===== config.mk =====
export PLATFORM = sky130hd
export DESIGN_NAME = operandSequencer
export DESIGN_NICKNAME = d
export VERILOG_FILES = /design/src/verilog/lstmPkg.sv /design/src/verilog/operandSequencer.sv
export SDC_FILE = /design/constraint.sdc
export NUM_CORES = 1
export LEC_CHECK = 0
export ABC_AREA = 1
export ABC_CLOCK_PERIOD_IN_PS = 2100
export BUFFER_PORTS_ARGS = -buffer_cell sky130_fd_sc_hd__buf_4
export CAP_MARGIN = 15
export CORE_ASPECT_RATIO = 0.7
export CORE_MARGIN = 10
export CORE_UTILIZATION = 38
export CTS_CLUSTER_DIAMETER = 40
export CTS_CLUSTER_SIZE = 14
export DETAILED_ROUTE_END_ITERATION = 6
export SYNTH_ARGS = -nofsm -noshare
export SYNTH_HDL_FRONTEND = slang
export SYNTH_SLANG_ARGS = --single-unit

===== constraint.sdc =====
create_clock -name clock -period 2.1 [get_ports clock]
set_input_delay 0.105 -clock clock [delete_from_list [all_inputs] [get_ports clock]]
set_output_delay 0.105 -clock clock [all_outputs]
set_load 0.005 [all_outputs]

===== src/verilog/lstmPkg.sv =====
package lstmPkg;

    // Q6.11 numbers
    localparam int fracBits = 11;
    localparam int dataBits = 18;

    localparam int inputSize = 2;
    localparam int hiddenSize = 4;
    localparam int numGates = 4;
    // Inputs, then hidden state, then the bias column
    localparam int numCols = inputSize + hiddenSize + 1;
    localparam int colBits = 3;
    localparam int rowBits = 2;
    localparam int inIdxBits = $clog2(inputSize);
    localparam int accBits = 44;

    typedef logic signed [dataBits-1:0] fixed_t;
    typedef fixed_t [inputSize-1:0] inputVec_t;
    typedef fixed_t [hiddenSize-1:0] hiddenVec_t;

    localparam fixed_t fixOne = fixed_t'(1 << fracBits);
    localparam fixed_t fixMax = {1'b0, {(dataBits-1){1'b1}}};
    localparam fixed_t fixMin = {1'b1, {(dataBits-1){1'b0}}};

    typedef enum logic [1:0] {gateZ, gateI, gateF, gateO} gateKind_e;

    typedef enum logic [1:0] {seqIdle, seqIssue, seqWait} seqState_e;

    typedef struct packed {
        logic valid;
        logic first;
        logic last;
        logic [colBits-1:0] col;
        fixed_t value;
    } operandBeat_t;

    typedef struct packed {
        logic valid;
        gateKind_e gate;
        logic [rowBits-1:0] row;
        logic [colBits-1:0] col;
        fixed_t value;
    } weightWrite_t;

    typedef struct packed {
        logic valid;
        hiddenVec_t pre;
    } gateResult_t;

    function automatic fixed_t satFixed(input logic signed [accBits-1:0] x);
        if (x > fixMax)
            return fixMax;
        else if (x < fixMin)
            return fixMin;
        return fixed_t'(x);
    endfunction

    function automatic fixed_t fixMul(input fixed_t a, input fixed_t b);
        logic signed [2*dataBits-1:0] prod;
        prod = a * b;
        return satFixed(accBits'(prod >>> fracBits));
    endfunction

    // clamp(x/4 + 1/2, 0, 1)
    function automatic fixed_t hardSigmoid(input fixed_t x);
        fixed_t t;
        t = (x >>> 2) + (fixOne >>> 1);
        if (t < 0)
            return '0;
        else if (t > fixOne)
            return fixOne;
        return t;
    endfunction

    function automatic fixed_t hardTanh(input fixed_t x);
        if (x > fixOne)
            return fixOne;
        else if (x < -fixOne)
            return -fixOne;
        return x;
    endfunction

endpackage

===== src/verilog/operandSequencer.sv =====
module operandSequencer
    import lstmPkg::*;
(
    input  logic         clock,
    input  logic         reset,
    input  logic         newSample,
    input  inputVec_t    inputVec,
    input  hiddenVec_t   hiddenState,
    input  logic         dataoutReady,
    output operandBeat_t beat,
    output logic         busy
);

    seqState_e state;
    logic [colBits-1:0] nextCol;
    logic [colBits-1:0] hidCol;
    inputVec_t inputReg;
    inputVec_t inputSrc;
    fixed_t nextValue;
    operandBeat_t issueBeat;

    // Column 0 leaves at the accepting edge, before inputReg holds the sample
    assign inputSrc = (state == seqIdle) ? inputVec : inputReg;
    assign hidCol = nextCol - colBits'(inputSize);

    always_comb
    begin
        if (nextCol < colBits'(inputSize))
            nextValue = inputSrc[nextCol[inIdxBits-1:0]];
        else if (nextCol < colBits'(inputSize + hiddenSize))
            nextValue = hiddenState[hidCol[rowBits-1:0]];
        else
            nextValue = fixOne;
    end

    always_comb
    begin
        issueBeat.valid = 1'b1;
        issueBeat.first = (nextCol == '0);
        issueBeat.last = (nextCol == colBits'(numCols - 1));
        issueBeat.col = nextCol;
        issueBeat.value = nextValue;
    end

    always_ff @(posedge clock)
    begin
        if (state == seqIdle && newSample)
            inputReg <= inputVec;
    end

    always_ff @(posedge clock)
    begin
        if (reset)
        begin
            state <= seqIdle;
            nextCol <= '0;
            beat <= '0;
        end
        else
        begin
            case (state)
                seqIdle:
                begin
                    if (newSample)
                    begin
                        beat <= issueBeat;
                        nextCol <= nextCol + 1'b1;
                        state <= seqIssue;
                    end
                end
                seqIssue:
                begin
                    if (beat.last)
                    begin
                        beat <= '0;
                        nextCol <= '0;
                        state <= seqWait;
                    end
                    else
                    begin
                        beat <= issueBeat;
                        nextCol <= nextCol + 1'b1;
                    end
                end
                seqWait:
                begin
                    // Result strobe from the cell update ends the timestep
                    if (dataoutReady)
                        state <= seqIdle;
                end
                default:
                begin
                    state <= seqIdle;
                end
            endcase
        end
    end

    assign busy = (state != seqIdle);

    beatOnlyInIssue: assert property (@(posedge clock) disable iff (reset)
        beat.valid |-> (state == seqIssue));

endmodule


# After elaboration in Yosys (flattened, before gate mapping)
# Index checks and enable logic that the tools add are counted.
[totals] ff_bits=65 input_bits=112 elab_cells=45
[op_classes] n_addsub=2 n_lt_le_gt_ge=4 eq_ne=6 n_mux=17 n_reduce_logical=7
[ops] cell="18-bit 2-to-1 mux" n=5
[ops] cell="24-bit 2-to-1 mux" n=2
[ops] cell="24-bit case mux with 2 select lines" n=1
[ops] cell="18-bit binary-select mux with 2-bit select" n=1
[ops] cell="36-bit 2-to-1 mux" n=1
[ops] cell="2-bit 2-to-1 mux" n=3
[ops] cell="3-bit 2-to-1 mux" n=2
[ops] cell="2-bit != test, second input constant" n=3
[ops] cell="2-bit case mux with 3 select lines" n=1
[ops] cell="3-bit case mux with 2 select lines" n=1
[ops] cell="2-bit nonzero test" n=2
[ops] cell="3-bit by 1-bit adder with 3-bit output, second input constant" n=1
[ops] cell="3-bit equality test, second input constant" n=1
[ops] cell="3-bit logical NOT" n=1
[ops] cell="2-bit by 3-bit less-than comparator with 1-bit output, second input constant" n=1
[ops] cell="3-bit by 2-bit less-than comparator with 1-bit output, second input constant" n=1
[ops] cell="3-bit less-than comparator, second input constant" n=1
[ops] cell="3-bit AND reduction" n=1
[ops] cell="2-bit by 1-bit equality test with 1-bit output, second input constant" n=1
[ops] cell="2-bit equality test, second input constant" n=1
[ops] cell="2-bit logical NOT" n=1
[ops] cell="1-bit by 2-bit less-than comparator with 1-bit output, second input constant" n=1
[ops] cell="2-bit AND reduction" n=1
[ops] cell="2-bit subtractor, second input constant" n=1
[ops] cell="1-bit logical AND" n=1

# Depth between registers and ports, before layout
# Gate-level depths: netlist of run 1.
[logic_depth] word_depth=7 mapped_depth=9

# Worst setup path after synthesis of run 1
# OpenSTA, ideal clock, no wires.
[synth_path] path_type="reg2reg" from="register state[0]" to="register inputReg[0] (netlist name) (enable)" setup_time_ns=0.391 arrival_time_ns=1.321 t_required_ns=1.709 setup_slack_ns=0.389 stages_incl_launch_ff=4 n_path_buf=0 cell_sequence="dfxtp_1 > nor2_4 > nand2_2 > inv_1"
[synth_via] elab_chain_len=2
[synth_lines] item="start, declared" line="operandSequencer.sv:14" text="seqState_e state;"
[synth_lines] item="start signal, assigned" line="operandSequencer.sv:55" text="state <= seqIdle;"
[synth_lines] item="start signal, assigned" line="operandSequencer.sv:68" text="state <= seqIssue;"
[synth_lines] item="start signal, assigned" line="operandSequencer.sv:77" text="state <= seqWait;"
[synth_lines] item="2-bit logical NOT" line="operandSequencer.sv:47" text="if (state == seqIdle && newSample)"
[synth_lines] item="1-bit logical AND" line="operandSequencer.sv:47"
[synth_lines] item="end signal, assigned" line="operandSequencer.sv:48" text="inputReg <= inputVec;"
[synth_lines] item="end, declared" line="operandSequencer.sv:17" text="inputVec_t inputReg;"
# No other way between the ends.
# A chain may end at the register's enable or synchronous reset.

# Worst setup path in the final report of run 1
[layout_path] from="register state[0]" to="register beat[2] (netlist name)"
[layout_via] elab_chain_len=7
[layout_lines] item="2-bit logical NOT" line="operandSequencer.sv:23, operandSequencer.sv:61"
[layout_lines] item="36-bit 2-to-1 mux" line="operandSequencer.sv:23" text="assign inputSrc = (state == seqIdle) ? inputVec : inputReg;"
[layout_lines] item="18-bit 2-to-1 mux (implied by the code) (2 in a row)" line="operandSequencer.sv:29" text="nextValue = inputSrc[nextCol[inIdxBits-1:0]];"
[layout_lines] item="18-bit 2-to-1 mux" line="operandSequencer.sv:28" text="if (nextCol < colBits'(inputSize))"
[layout_lines] item="24-bit 2-to-1 mux (on tied branches)" line="operandSequencer.sv:73, operandSequencer.sv:64"
[layout_lines] item="24-bit case mux with 2 select lines" line="operandSequencer.sv:61" text="case (state)"
[layout_lines] item="end signal, assigned" line="operandSequencer.sv:66" text="beat <= issueBeat;"
[layout_lines] item="end signal, assigned" line="operandSequencer.sv:81" text="beat <= issueBeat;"
[layout_lines] item="end, declared" line="operandSequencer.sv:10" text="output operandBeat_t beat,"
# Several ways; a longest one is shown, not always the timed one. The select of a mux whose other input is x is not followed.

==> reports/summary.json, run 1 <==
{
  "timing": {
    "final_hold_viol_count": 0,
    "timing_worst_slew_pin_value_ns": 0.965,
    "post-route-period-util_pct": 78.6,
    "clock.fmax_mhz": 606,
    "period_needed_ns": 1.65,
    "maxSlewHeadroom_pct": 35.5,
    "timing.clock.skew_ns": 0.00858,
    "final_hold_slack_ns": 0.0410,
    "rsz0062_at_grt": "no",
    "setup_viol": 0,
    "tns_ns": 0,
    "maxSlewViolCount": 0
  },
  "job": {
    "drv.max_cap_violation_count": 0
  },
  "place": {
    "dp_hpwl_mm": 8.93,
    "placed_area_mm2": 0.00463,
    "io_buffer_count": 136,
    "gp_routability_congestion": 0.823
  },
  "global_routing": {
    "total_overflow_reported_by_the_global_router": 0,
    "globalRouteTotalUtil_pct": 17.8,
    "grt_pass1_vias": 3813,
    "grt_antenna_before_repair": 0,
    "grt_first_pass_wirelength_mm": 19.4,
    "grt_max_degree": 40
  },
  "critical_path": {
    "worstPathArrival_ns": 1.92,
    "critical_path_class": "reg -> reg",
    "r2r_end": "beat[2]",
    "worst_setup_path_end_kind": "flop",
    "critical_path_required_ns": 2.37,
    "r2r_setup_slack_ns": 0.45,
    "reg2regPathDepth": 7,
    "regToRegStartpoint": "state[0]",
    "critical_path.max_fanout": 13,
    "crit_path_start_kind": "flop"
  },
  "synthesis": {
    "seq_area_frac_synth_pct": 47.3,
    "flip_flop_and_latch_count_after_synthesis": 65,
    "synth_largest_area_cell": "sky130_fd_sc_hd__edfxtp_1",
    "netlist-cell-type-count": 27,
    "yosysWarnings": 0,
    "syn_inst": 478,
    "post-synth-top-area-fraction_pct": 30.8,
    "yosys-top-cells-area": "sky130_fd_sc_hd__edfxtp_1, sky130_fd_sc_hd__nand2_1, sky130_fd_sc_hd__dfxtp_1",
    "post_synth.cell_area_avg_um2": 7.34,
    "net_count_synth": 592,
    "syn-cell-area_mm2": 0.00351
  },
  "clock_tree": {
    "cts_tree": "done",
    "numClockSinks": 65,
    "clk_latency_ns": 0.33,
    "htreeDepth": 3,
    "number_of_buffers_created_by_cts": 9,
    "cts-root-buf": "sky130_fd_sc_hd__clkbuf_16",
    "path_clk_slew_ns": 0.05,
    "cts-root-to-sink-buffers": 2
  },
  "power": {
    "irDropWorstVdd_v": 0.000436,
    "leakage_uw": 0.00251,
    "power_density_mw_per_mm2": 744,
    "total_power_uw": 3920
  },
  "detailed_routing": {
    "antenna_left": 0,
    "drt_wl_total_mm": 11.9,
    "drc_errors": 0,
    "dr_total_vias": 3725,
    "drt_first_iter_violations": 179,
    "dr.pass1.iters": 5,
    "detail_route.vias_per_cell": 4.82,
    "drt-wirelength-per-cell_um": 15.3
  },
  "finish": {
    "fraction_of_layout_instances_using_a_drive_strength_above_1_pct": 28.0,
    "diodes": 0,
    "area_growth_pct": 50.2,
    "postLayoutCellArea_mm2": 0.00528,
    "layout.nets": 758
  },
  "outcome": {
    "outcome": "finished clean"
  },
  "hold_path": {
    "hold_path_startpoint": "reset",
    "whs_path_depth": 2,
    "whs_endpoint": "beat[16]",
    "min_path_type": "in -> reg"
  },
  "die": {
    "floorplan.die_area_mm2": 0.0135,
    "width_of_the_die_um": 135,
    "io_pins": 137,
    "fp.coreArea_mm2": 0.00903,
    "die_y_um": 100,
    "rows": 29,
    "initial_core_util_pct": 38.9
  }
}
[metrics by stage]
stage | setup WS [ns] | std cells | util [%]
CTS | 0.428 | 773 | 58.4
detailed placement | 0.453 | 721 | 51.2
floorplan | 0.389 | 478 | -
finish | 0.449 | 773 | 58.4
global route | 0.271 | 773 | 58.4
global placement | 0.533 | 721 | 51.2
[synthesized netlist by cell type]
| cell type | number |
|---|---|
| sky130_fd_sc_hd__nand3_2 | 1 |
| sky130_fd_sc_hd__a211oi_1 | 1 |
| sky130_fd_sc_hd__nand2_1 | 212 |
| sky130_fd_sc_hd__a21oi_2 | 1 |
| sky130_fd_sc_hd__o21ai_0 | 17 |
| sky130_fd_sc_hd__nand3_1 | 93 |
| sky130_fd_sc_hd__o21ai_1 | 10 |
| sky130_fd_sc_hd__buf_6 | 3 |
| sky130_fd_sc_hd__o21a_1 | 1 |
| sky130_fd_sc_hd__clkinv_1 | 1 |
| sky130_fd_sc_hd__dfxtp_1 | 29 |
| sky130_fd_sc_hd__clkbuf_2 | 1 |
| sky130_fd_sc_hd__clkbuf_1 | 10 |
| sky130_fd_sc_hd__a21oi_1 | 10 |
| sky130_fd_sc_hd__nand2_2 | 2 |
| sky130_fd_sc_hd__ha_1 | 2 |
| sky130_fd_sc_hd__or2_2 | 13 |
| sky130_fd_sc_hd__nand3b_1 | 1 |
| sky130_fd_sc_hd__nor2_4 | 1 |
| sky130_fd_sc_hd__nand4_1 | 1 |
| sky130_fd_sc_hd__buf_1 | 1 |
| sky130_fd_sc_hd__nor2_1 | 6 |
| sky130_fd_sc_hd__edfxtp_1 | 36 |
| sky130_fd_sc_hd__inv_1 | 9 |
| sky130_fd_sc_hd__buf_2 | 14 |
| sky130_fd_sc_hd__buf_4 | 1 |
| sky130_fd_sc_hd__o31ai_1 | 1 |
[critical path, stage by stage, from the launching register on]
cell and delay (ns):
sky130_fd_sc_hd__dfxtp_1 0.36, sky130_fd_sc_hd__nor2_4 0.14, sky130_fd_sc_hd__nand2_2 0.06, sky130_fd_sc_hd__nand2_1 0.12, sky130_fd_sc_hd__nand2_1 0.28, sky130_fd_sc_hd__o21ai_0 0.42
sky130_fd_sc_hd__nand3_1 0.11, sky130_fd_sc_hd__nand2_1 0.08
[worst max-delay path by stage]
stage	start	end	slack (ns)	depth (start not counted)
2_1_floorplan	state[0]	inputReg[0]	0.39	3
3_3_place_gp	state[0]	beat[2]	0.53	7
3_5_place_dp	state[1]	beat[2]	0.45	7
4_1_cts	state[0]	beat[2]	0.43	7
5_1_grt	state[1]	beat[2]	0.27	7
6_report	state[0]	beat[2]	0.45	7
[timing repair]
| item | in CTS | in global routing |
|---|---|---|
| buffers inserted | 0 | 0 |
| hold buffers | 36 | 0 |
| endpoints found under the setup margin | 0 | 0 |
| endpoints found under the hold margin | 36 | 0 |
| resized for setup | 0 | 0 |
[power breakdown]
group | internal, uW | switching [uW] | total, uW | leakage (uW)
combinational | 466 | 518 | 984 | 0.00178
clock | 893 | 509 | 1400 | 0.000139
sequential | 1470 | 64.9 | 1540 | 0.000584
total | 2830 | 1090 | 3920 | 0.00251
[state kept, by name, summed over array words and instances (netlist names)]
register / cells
state: 2
nextCol: 3
beat: 24
inputReg: 36
[area by class of cell]
class | instances | area (um2)
repair buffers | 185 | 1480
fillers | 880 | 3760
multi-input cells | 373 | 1650
clock buffers | 14 | 274
clock inverters | 2 | 12.5
well taps | 124 | 155
flip-flops and latches | 65 | 1660
inverters | 10 | 37.5
[metal layers]
| layer | global-route usage (%) | vias to the layer above | share of wire [%] |
|---|---|---|---|
| met4 | 5.75 | 0 | 1.2 |
| li1 | - | 1919 | - |
| met2 | 27.2 | 129 | 46 |
| met3 | 6.39 | 9 | 8.6 |
| met1 | 22.9 | 1668 | 45 |
| met5 | 0 | - | 0 |
[cells in the final DEF (no fill, tap or decap)]
cell type                         n
sky130_fd_sc_hd__dfxtp_1         28
sky130_fd_sc_hd__nand3_1         93
sky130_fd_sc_hd__a21oi_2          1
sky130_fd_sc_hd__nor2_1           6
sky130_fd_sc_hd__inv_1            8
sky130_fd_sc_hd__a21oi_1         10
sky130_fd_sc_hd__clkbuf_8         3
sky130_fd_sc_hd__nand4_1          1
sky130_fd_sc_hd__clkbuf_16        9
sky130_fd_sc_hd__o21ai_0         17
sky130_fd_sc_hd__dlygate4sd3_1   36
sky130_fd_sc_hd__o21ai_1         10
sky130_fd_sc_hd__nand3b_1         1
sky130_fd_sc_hd__clkinv_2         1
sky130_fd_sc_hd__buf_4          149
sky130_fd_sc_hd__or2_2           13
sky130_fd_sc_hd__nand3_2          1
sky130_fd_sc_hd__nor2_4           1
sky130_fd_sc_hd__a211oi_1         1
sky130_fd_sc_hd__ha_1             2
sky130_fd_sc_hd__o21a_1           1
sky130_fd_sc_hd__nand2_2          2
sky130_fd_sc_hd__clkinvlp_4       1
sky130_fd_sc_hd__o31ai_1          1
sky130_fd_sc_hd__clkinv_1         2
sky130_fd_sc_hd__nand2_1        212
sky130_fd_sc_hd__dfxtp_2          1
sky130_fd_sc_hd__edfxtp_1        36
sky130_fd_sc_hd__clkbuf_1         2
[kinds of logic (layout without fill, tap and decap cells)]
kind of cell	count (synthesis)	in the layout	synth area share [%]
simple gates	330	330	40.2
flops	65	65	47.3
compound gates	41	41	6.17
buf+inv	40	211	5.56
fa+ha+maj	2	2	0.713
Note: power is estimated with default switching activity, not from simulation.
==> run 2: changes to the inputs <==
Settings changed: ABC_CLOCK_PERIOD_IN_PS 2100 to 1400, PLACE_DENSITY set to 0.67.
Clock period 2.1 ns to 1.4 ns, I/O delays scaled along.
==> run 2 against run 1 <==
Against the previous run: core utilization rose by 2.1 points; clock skew fell by 0.0041 ns; clock-buffer cell count fell by 1; die area did not move; cell area rose by 3.6%; hold slack got worse by 0.031 ns; critical endpoint is now beat[1].
==> reports/summary.json, run 2 (synthesis results as in run 1) <==
{
  "outcome": {
    "outcome": {"value": "finished clean", "change": "unchanged"}
  },
  "critical_path": {
    "crit_path_start_kind": {"value": "flop", "change": "unchanged"},
    "timing.critical_path.max_delay_family": {"value": "simple AND/OR/NAND/NOR gates", "change": "unchanged"},
    "reg2regPathDepth": {"value": 8, "change": "was 7"},
    "cp_cell_sequence": {"value": "nor2_4 > nand2_2 > nand2_2 > nand2_1 > buf_4 > o21ai_0 > nand3_1 > nand2_1", "change": "was nor2_4 > nand2_2 > nand2_1 > nand2_1 > o21ai_0 > nand3_1 > nand2_1"},
    "critical_path.slowest_cell": {"value": "sky130_fd_sc_hd__dfxtp_4", "change": "was sky130_fd_sc_hd__o21ai_0"},
    "critical_path.max_fanout": {"value": 13, "change": "unchanged"},
    "critical_path_required": {"value": 1.68, "unit": "ns", "change": "was 2.37 ns"},
    "critical_path_class": {"value": "reg -> reg", "change": "unchanged"},
    "r2r_end": {"value": "beat[1]", "change": "was beat[2]"},
    "worstPathBufferInverterCount": {"value": 1, "change": "was 0"},
    "worstPathArrival": {"value": 1.62, "unit": "ns", "change": "was 1.92 ns"},
    "regToRegStartpoint": {"value": "state[0]", "change": "unchanged"},
    "worst_setup_path_end_kind": {"value": "flop", "change": "unchanged"},
    "r2r_setup_slack": {"value": 0.05, "unit": "ns", "change": "was 0.45 ns"},
    "cpPeakStageDelay": {"value": 0.36, "unit": "ns", "change": "was 0.42 ns"}
  },
  "finish": {
    "largest_reg_flops": {"value": 36, "change": "unchanged"},
    "seqCellArea": {"value": 0.00167, "unit": "mm2", "change": "was 0.00166 mm2"},
    "register_with_the_most_flip_flops": {"value": "inputReg", "change": "unchanged"},
    "fraction_of_layout_instances_using_a_drive_strength_above_1": {"value": 29.8, "unit": "%", "change": "was 28.0%"},
    "fillers": {"value": 829, "change": "was 880"},
    "diodes": {"value": 0, "change": "unchanged"},
    "reg.largest.list": {"value": "inputReg: 36 flops, beat: 24 flops, nextCol: 3 flops", "change": "unchanged"},
    "layout.cells.most_common": {"value": "sky130_fd_sc_hd__nand2_1", "change": "unchanged"},
    "area_growth": {"value": 55.7, "unit": "%", "change": "was 50.2%"},
    "commonest_non_fill_non_tap_cells_in_the_layout": {"value": "sky130_fd_sc_hd__nand2_1, sky130_fd_sc_hd__buf_4, sky130_fd_sc_hd__nand3_1", "change": "unchanged"},
    "layout.nets": {"value": 770, "change": "was 758"},
    "area_of_the_multi_input_gates": {"value": 0.00166, "unit": "mm2", "change": "was 0.00165 mm2"}
  },
  "die": {
    "die_y": {"value": 100, "unit": "um", "change": "unchanged"},
    "initial_core_util": {"value": 38.9, "unit": "%", "change": "unchanged"},
    "fp.coreArea": {"value": 0.00903, "unit": "mm2", "change": "unchanged"},
    "io_pins": {"value": 137, "change": "unchanged"},
    "width_of_the_die": {"value": 135, "unit": "um", "change": "unchanged"},
    "floorplan.die_area": {"value": 0.0135, "unit": "mm2", "change": "unchanged"},
    "rows": {"value": 29, "change": "unchanged"}
  },
  "hold_path": {
    "min_path_type": {"value": "in -> reg", "change": "unchanged"},
    "whs_path_depth": {"value": 3, "change": "was 2"},
    "whs_endpoint": {"value": "state[1]", "change": "was beat[16]"},
    "hold_path_startpoint": {"value": "dataoutReady", "change": "was reset"}
  },
  "power": {
    "cellInternalPower": {"value": 4330, "unit": "uW", "change": "was 2830 uW"},
    "power_density": {"value": 1110, "unit": "mW/mm2", "change": "was 744 mW/mm2"},
    "p_seq_share": {"value": 38.2, "unit": "%", "change": "was 39.2%"},
    "power.switching_fraction": {"value": 28.3, "unit": "%", "change": "was 27.8%"},
    "irDropWorstVdd": {"value": 0.000650, "unit": "V", "change": "was 0.000436 V"},
    "comb_power_share": {"value": 26.3, "unit": "%", "change": "was 25.1%"},
    "clock_power_share": {"value": 35.5, "unit": "%", "change": "was 35.7%"},
    "leakage": {"value": 0.00260, "unit": "uW", "change": "was 0.00251 uW"},
    "p_sw": {"value": 1710, "unit": "uW", "change": "was 1090 uW"}
  },
  "timing": {
    "setup_viol": {"value": 0, "change": "unchanged"},
    "clock.fmax": {"value": 743, "unit": "MHz", "change": "was 606 MHz"},
    "rsz0062_at_grt": {"value": "no", "change": "unchanged"},
    "period_needed": {"value": 1.35, "unit": "ns", "change": "was 1.65 ns"},
    "tns": {"value": 0, "unit": "ns", "change": "unchanged"},
    "maxSlewViolCount": {"value": 0, "change": "unchanged"},
    "timing_worst_slew_pin_value": {"value": 0.323, "unit": "ns", "change": "was 0.965 ns"},
    "maxSlewHeadroom": {"value": 78.4, "unit": "%", "change": "was 35.5%"},
    "final_hold_viol_count": {"value": 0, "change": "unchanged"},
    "timing.clock.skew": {"value": 0.00449, "unit": "ns", "change": "was 0.00858 ns"},
    "worst_slack": {"value": 0.0541, "unit": "ns", "change": "was 0.449 ns"},
    "post-route-period-util": {"value": 96.1, "unit": "%", "change": "was 78.6%"}
  },
  "clock_tree": {
    "cts-root-to-sink-buffers": {"value": 2, "change": "unchanged"},
    "number_of_buffers_created_by_cts": {"value": 9, "change": "unchanged"},
    "numClockSinks": {"value": 65, "change": "unchanged"},
    "clk_latency": {"value": 0.34, "unit": "ns", "change": "was 0.33 ns"},
    "cts_tree": {"value": "done", "change": "unchanged"},
    "cts-root-buf": {"value": "sky130_fd_sc_hd__clkbuf_16", "change": "unchanged"},
    "path_clk_slew": {"value": 0.05, "unit": "ns", "change": "about the same"},
    "htreeDepth": {"value": 3, "change": "unchanged"}
  },
  "global_routing": {
    "grt_antenna_before_repair": {"value": 0, "change": "unchanged"},
    "grt_max_degree": {"value": 38, "change": "was 40"},
    "globalRouteTotalUtil": {"value": 17.9, "unit": "%", "change": "was 17.8%"},
    "total_overflow_reported_by_the_global_router": {"value": 0, "change": "unchanged"},
    "grt_pass1_vias": {"value": 3891, "change": "was 3813"},
    "grt_first_pass_wirelength": {"value": 19.7, "unit": "mm", "change": "was 19.4 mm"}
  },
  "detailed_routing": {
    "drt_first_iter_violations": {"value": 290, "change": "was 179"},
    "drt_wl_total": {"value": 12.4, "unit": "mm", "change": "was 11.9 mm"},
    "detail_route.vias_per_cell": {"value": 4.95, "change": "was 4.82"},
    "dr_total_vias": {"value": 3887, "change": "was 3725"},
    "dr.pass1.iters": {"value": 5, "change": "unchanged"},
    "antenna_left": {"value": 0, "change": "unchanged"},
    "drc_errors": {"value": 0, "change": "unchanged"},
    "drt-wirelength-per-cell": {"value": 15.8, "unit": "um", "change": "was 15.3 um"}
  },
  "place": {
    "dp_slack": {"value": 0.0525, "unit": "ns", "change": "was 0.453 ns"},
    "dp_hpwl": {"value": 9.12, "unit": "mm", "change": "was 8.93 mm"},
    "gp_routability_congestion": {"value": 0.843, "change": "was 0.823"},
    "io_buffer_count": {"value": 136, "change": "unchanged"}
  },
  "job": {
    "drv.max_cap_violation_count": {"value": 0, "change": "unchanged"}
  }
}
==> run 2: metal layers <==
layer,part of all wire [%],GRT usage (%)
met5,0,0
met4,1.3,5.59
met3,8.4,6.39
met2,46,28.4
met1,44,22.4
==> run 2: what timing repair did <==
item | in CTS | in global routing
setup buffers | 0 | 0
setup endpoints to repair | 0 | 21
endpoints found under the hold margin | 37 | 0
resized for setup | 0 | 7
hold buffers | 37 | 0
==> run 2: worst register-to-register path: cells and delay by family (launching register included) <==
kind / cells / cell delay, ns
buffers and inverters: 1 / 0.19
and+or+nand+nor: 6 / 0.59
DFF: 1 / 0.36
AOI/OAI and AO/OA: 1 / 0.15
==> run 2: worst max-delay path by stage <==
stage               startpoint          end  slack [ns]  cells after the start
global route          state[1]      beat[8]       0.003                      8
global placement    nextCol[0]     beat[13]        0.06                      6
floorplan             state[0]  inputReg[0]        0.01                      3
detailed placement  nextCol[0]     beat[13]        0.05                      6
CTS                   state[0]      beat[1]        0.05                      8
finish                state[0]      beat[1]        0.05                      8
==> run 2: final cells by class <==
| type | count | area share, % |
|---|---|---|
| clock buffers | 13 | 4.97 |
| inverters | 10 | 0.755 |
| repair buffers | 197 | 30.3 |
| well taps | 124 | 2.84 |
| flip-flops and latches | 65 | 30.5 |
| multi-input cells | 373 | 30.4 |
| clock inverters | 3 | 0.252 |
==> run 2: power groups by stage <==
stage / clock network [uW] / logic [uW] / registers (uW)
global route: 2250 / 1770 / 2330
floorplan: 0 / 764 / 2320
finish: 2150 / 1590 / 2310
detailed placement: 0 / 1480 / 2340
CTS: 2180 / 1570 / 2310
global placement: 0 / 1460 / 2340
==> run 2: per-stage QoR <==
step           std cells  total power (uW)  hold slack (ns)  cell area [um2]  utilization [%]
2_1_floorplan        478              3090            0.169             3520                -
3_3_place_gp         731              3800            0.258             4770             52.8
3_5_place_dp         731              3830            0.260             4770             52.8
4_1_cts              784              6060          0.00274             5430             60.1
5_1_grt              785              6340           0.0504             5470             60.5
6_report             785              6040           0.0103             5470             60.5
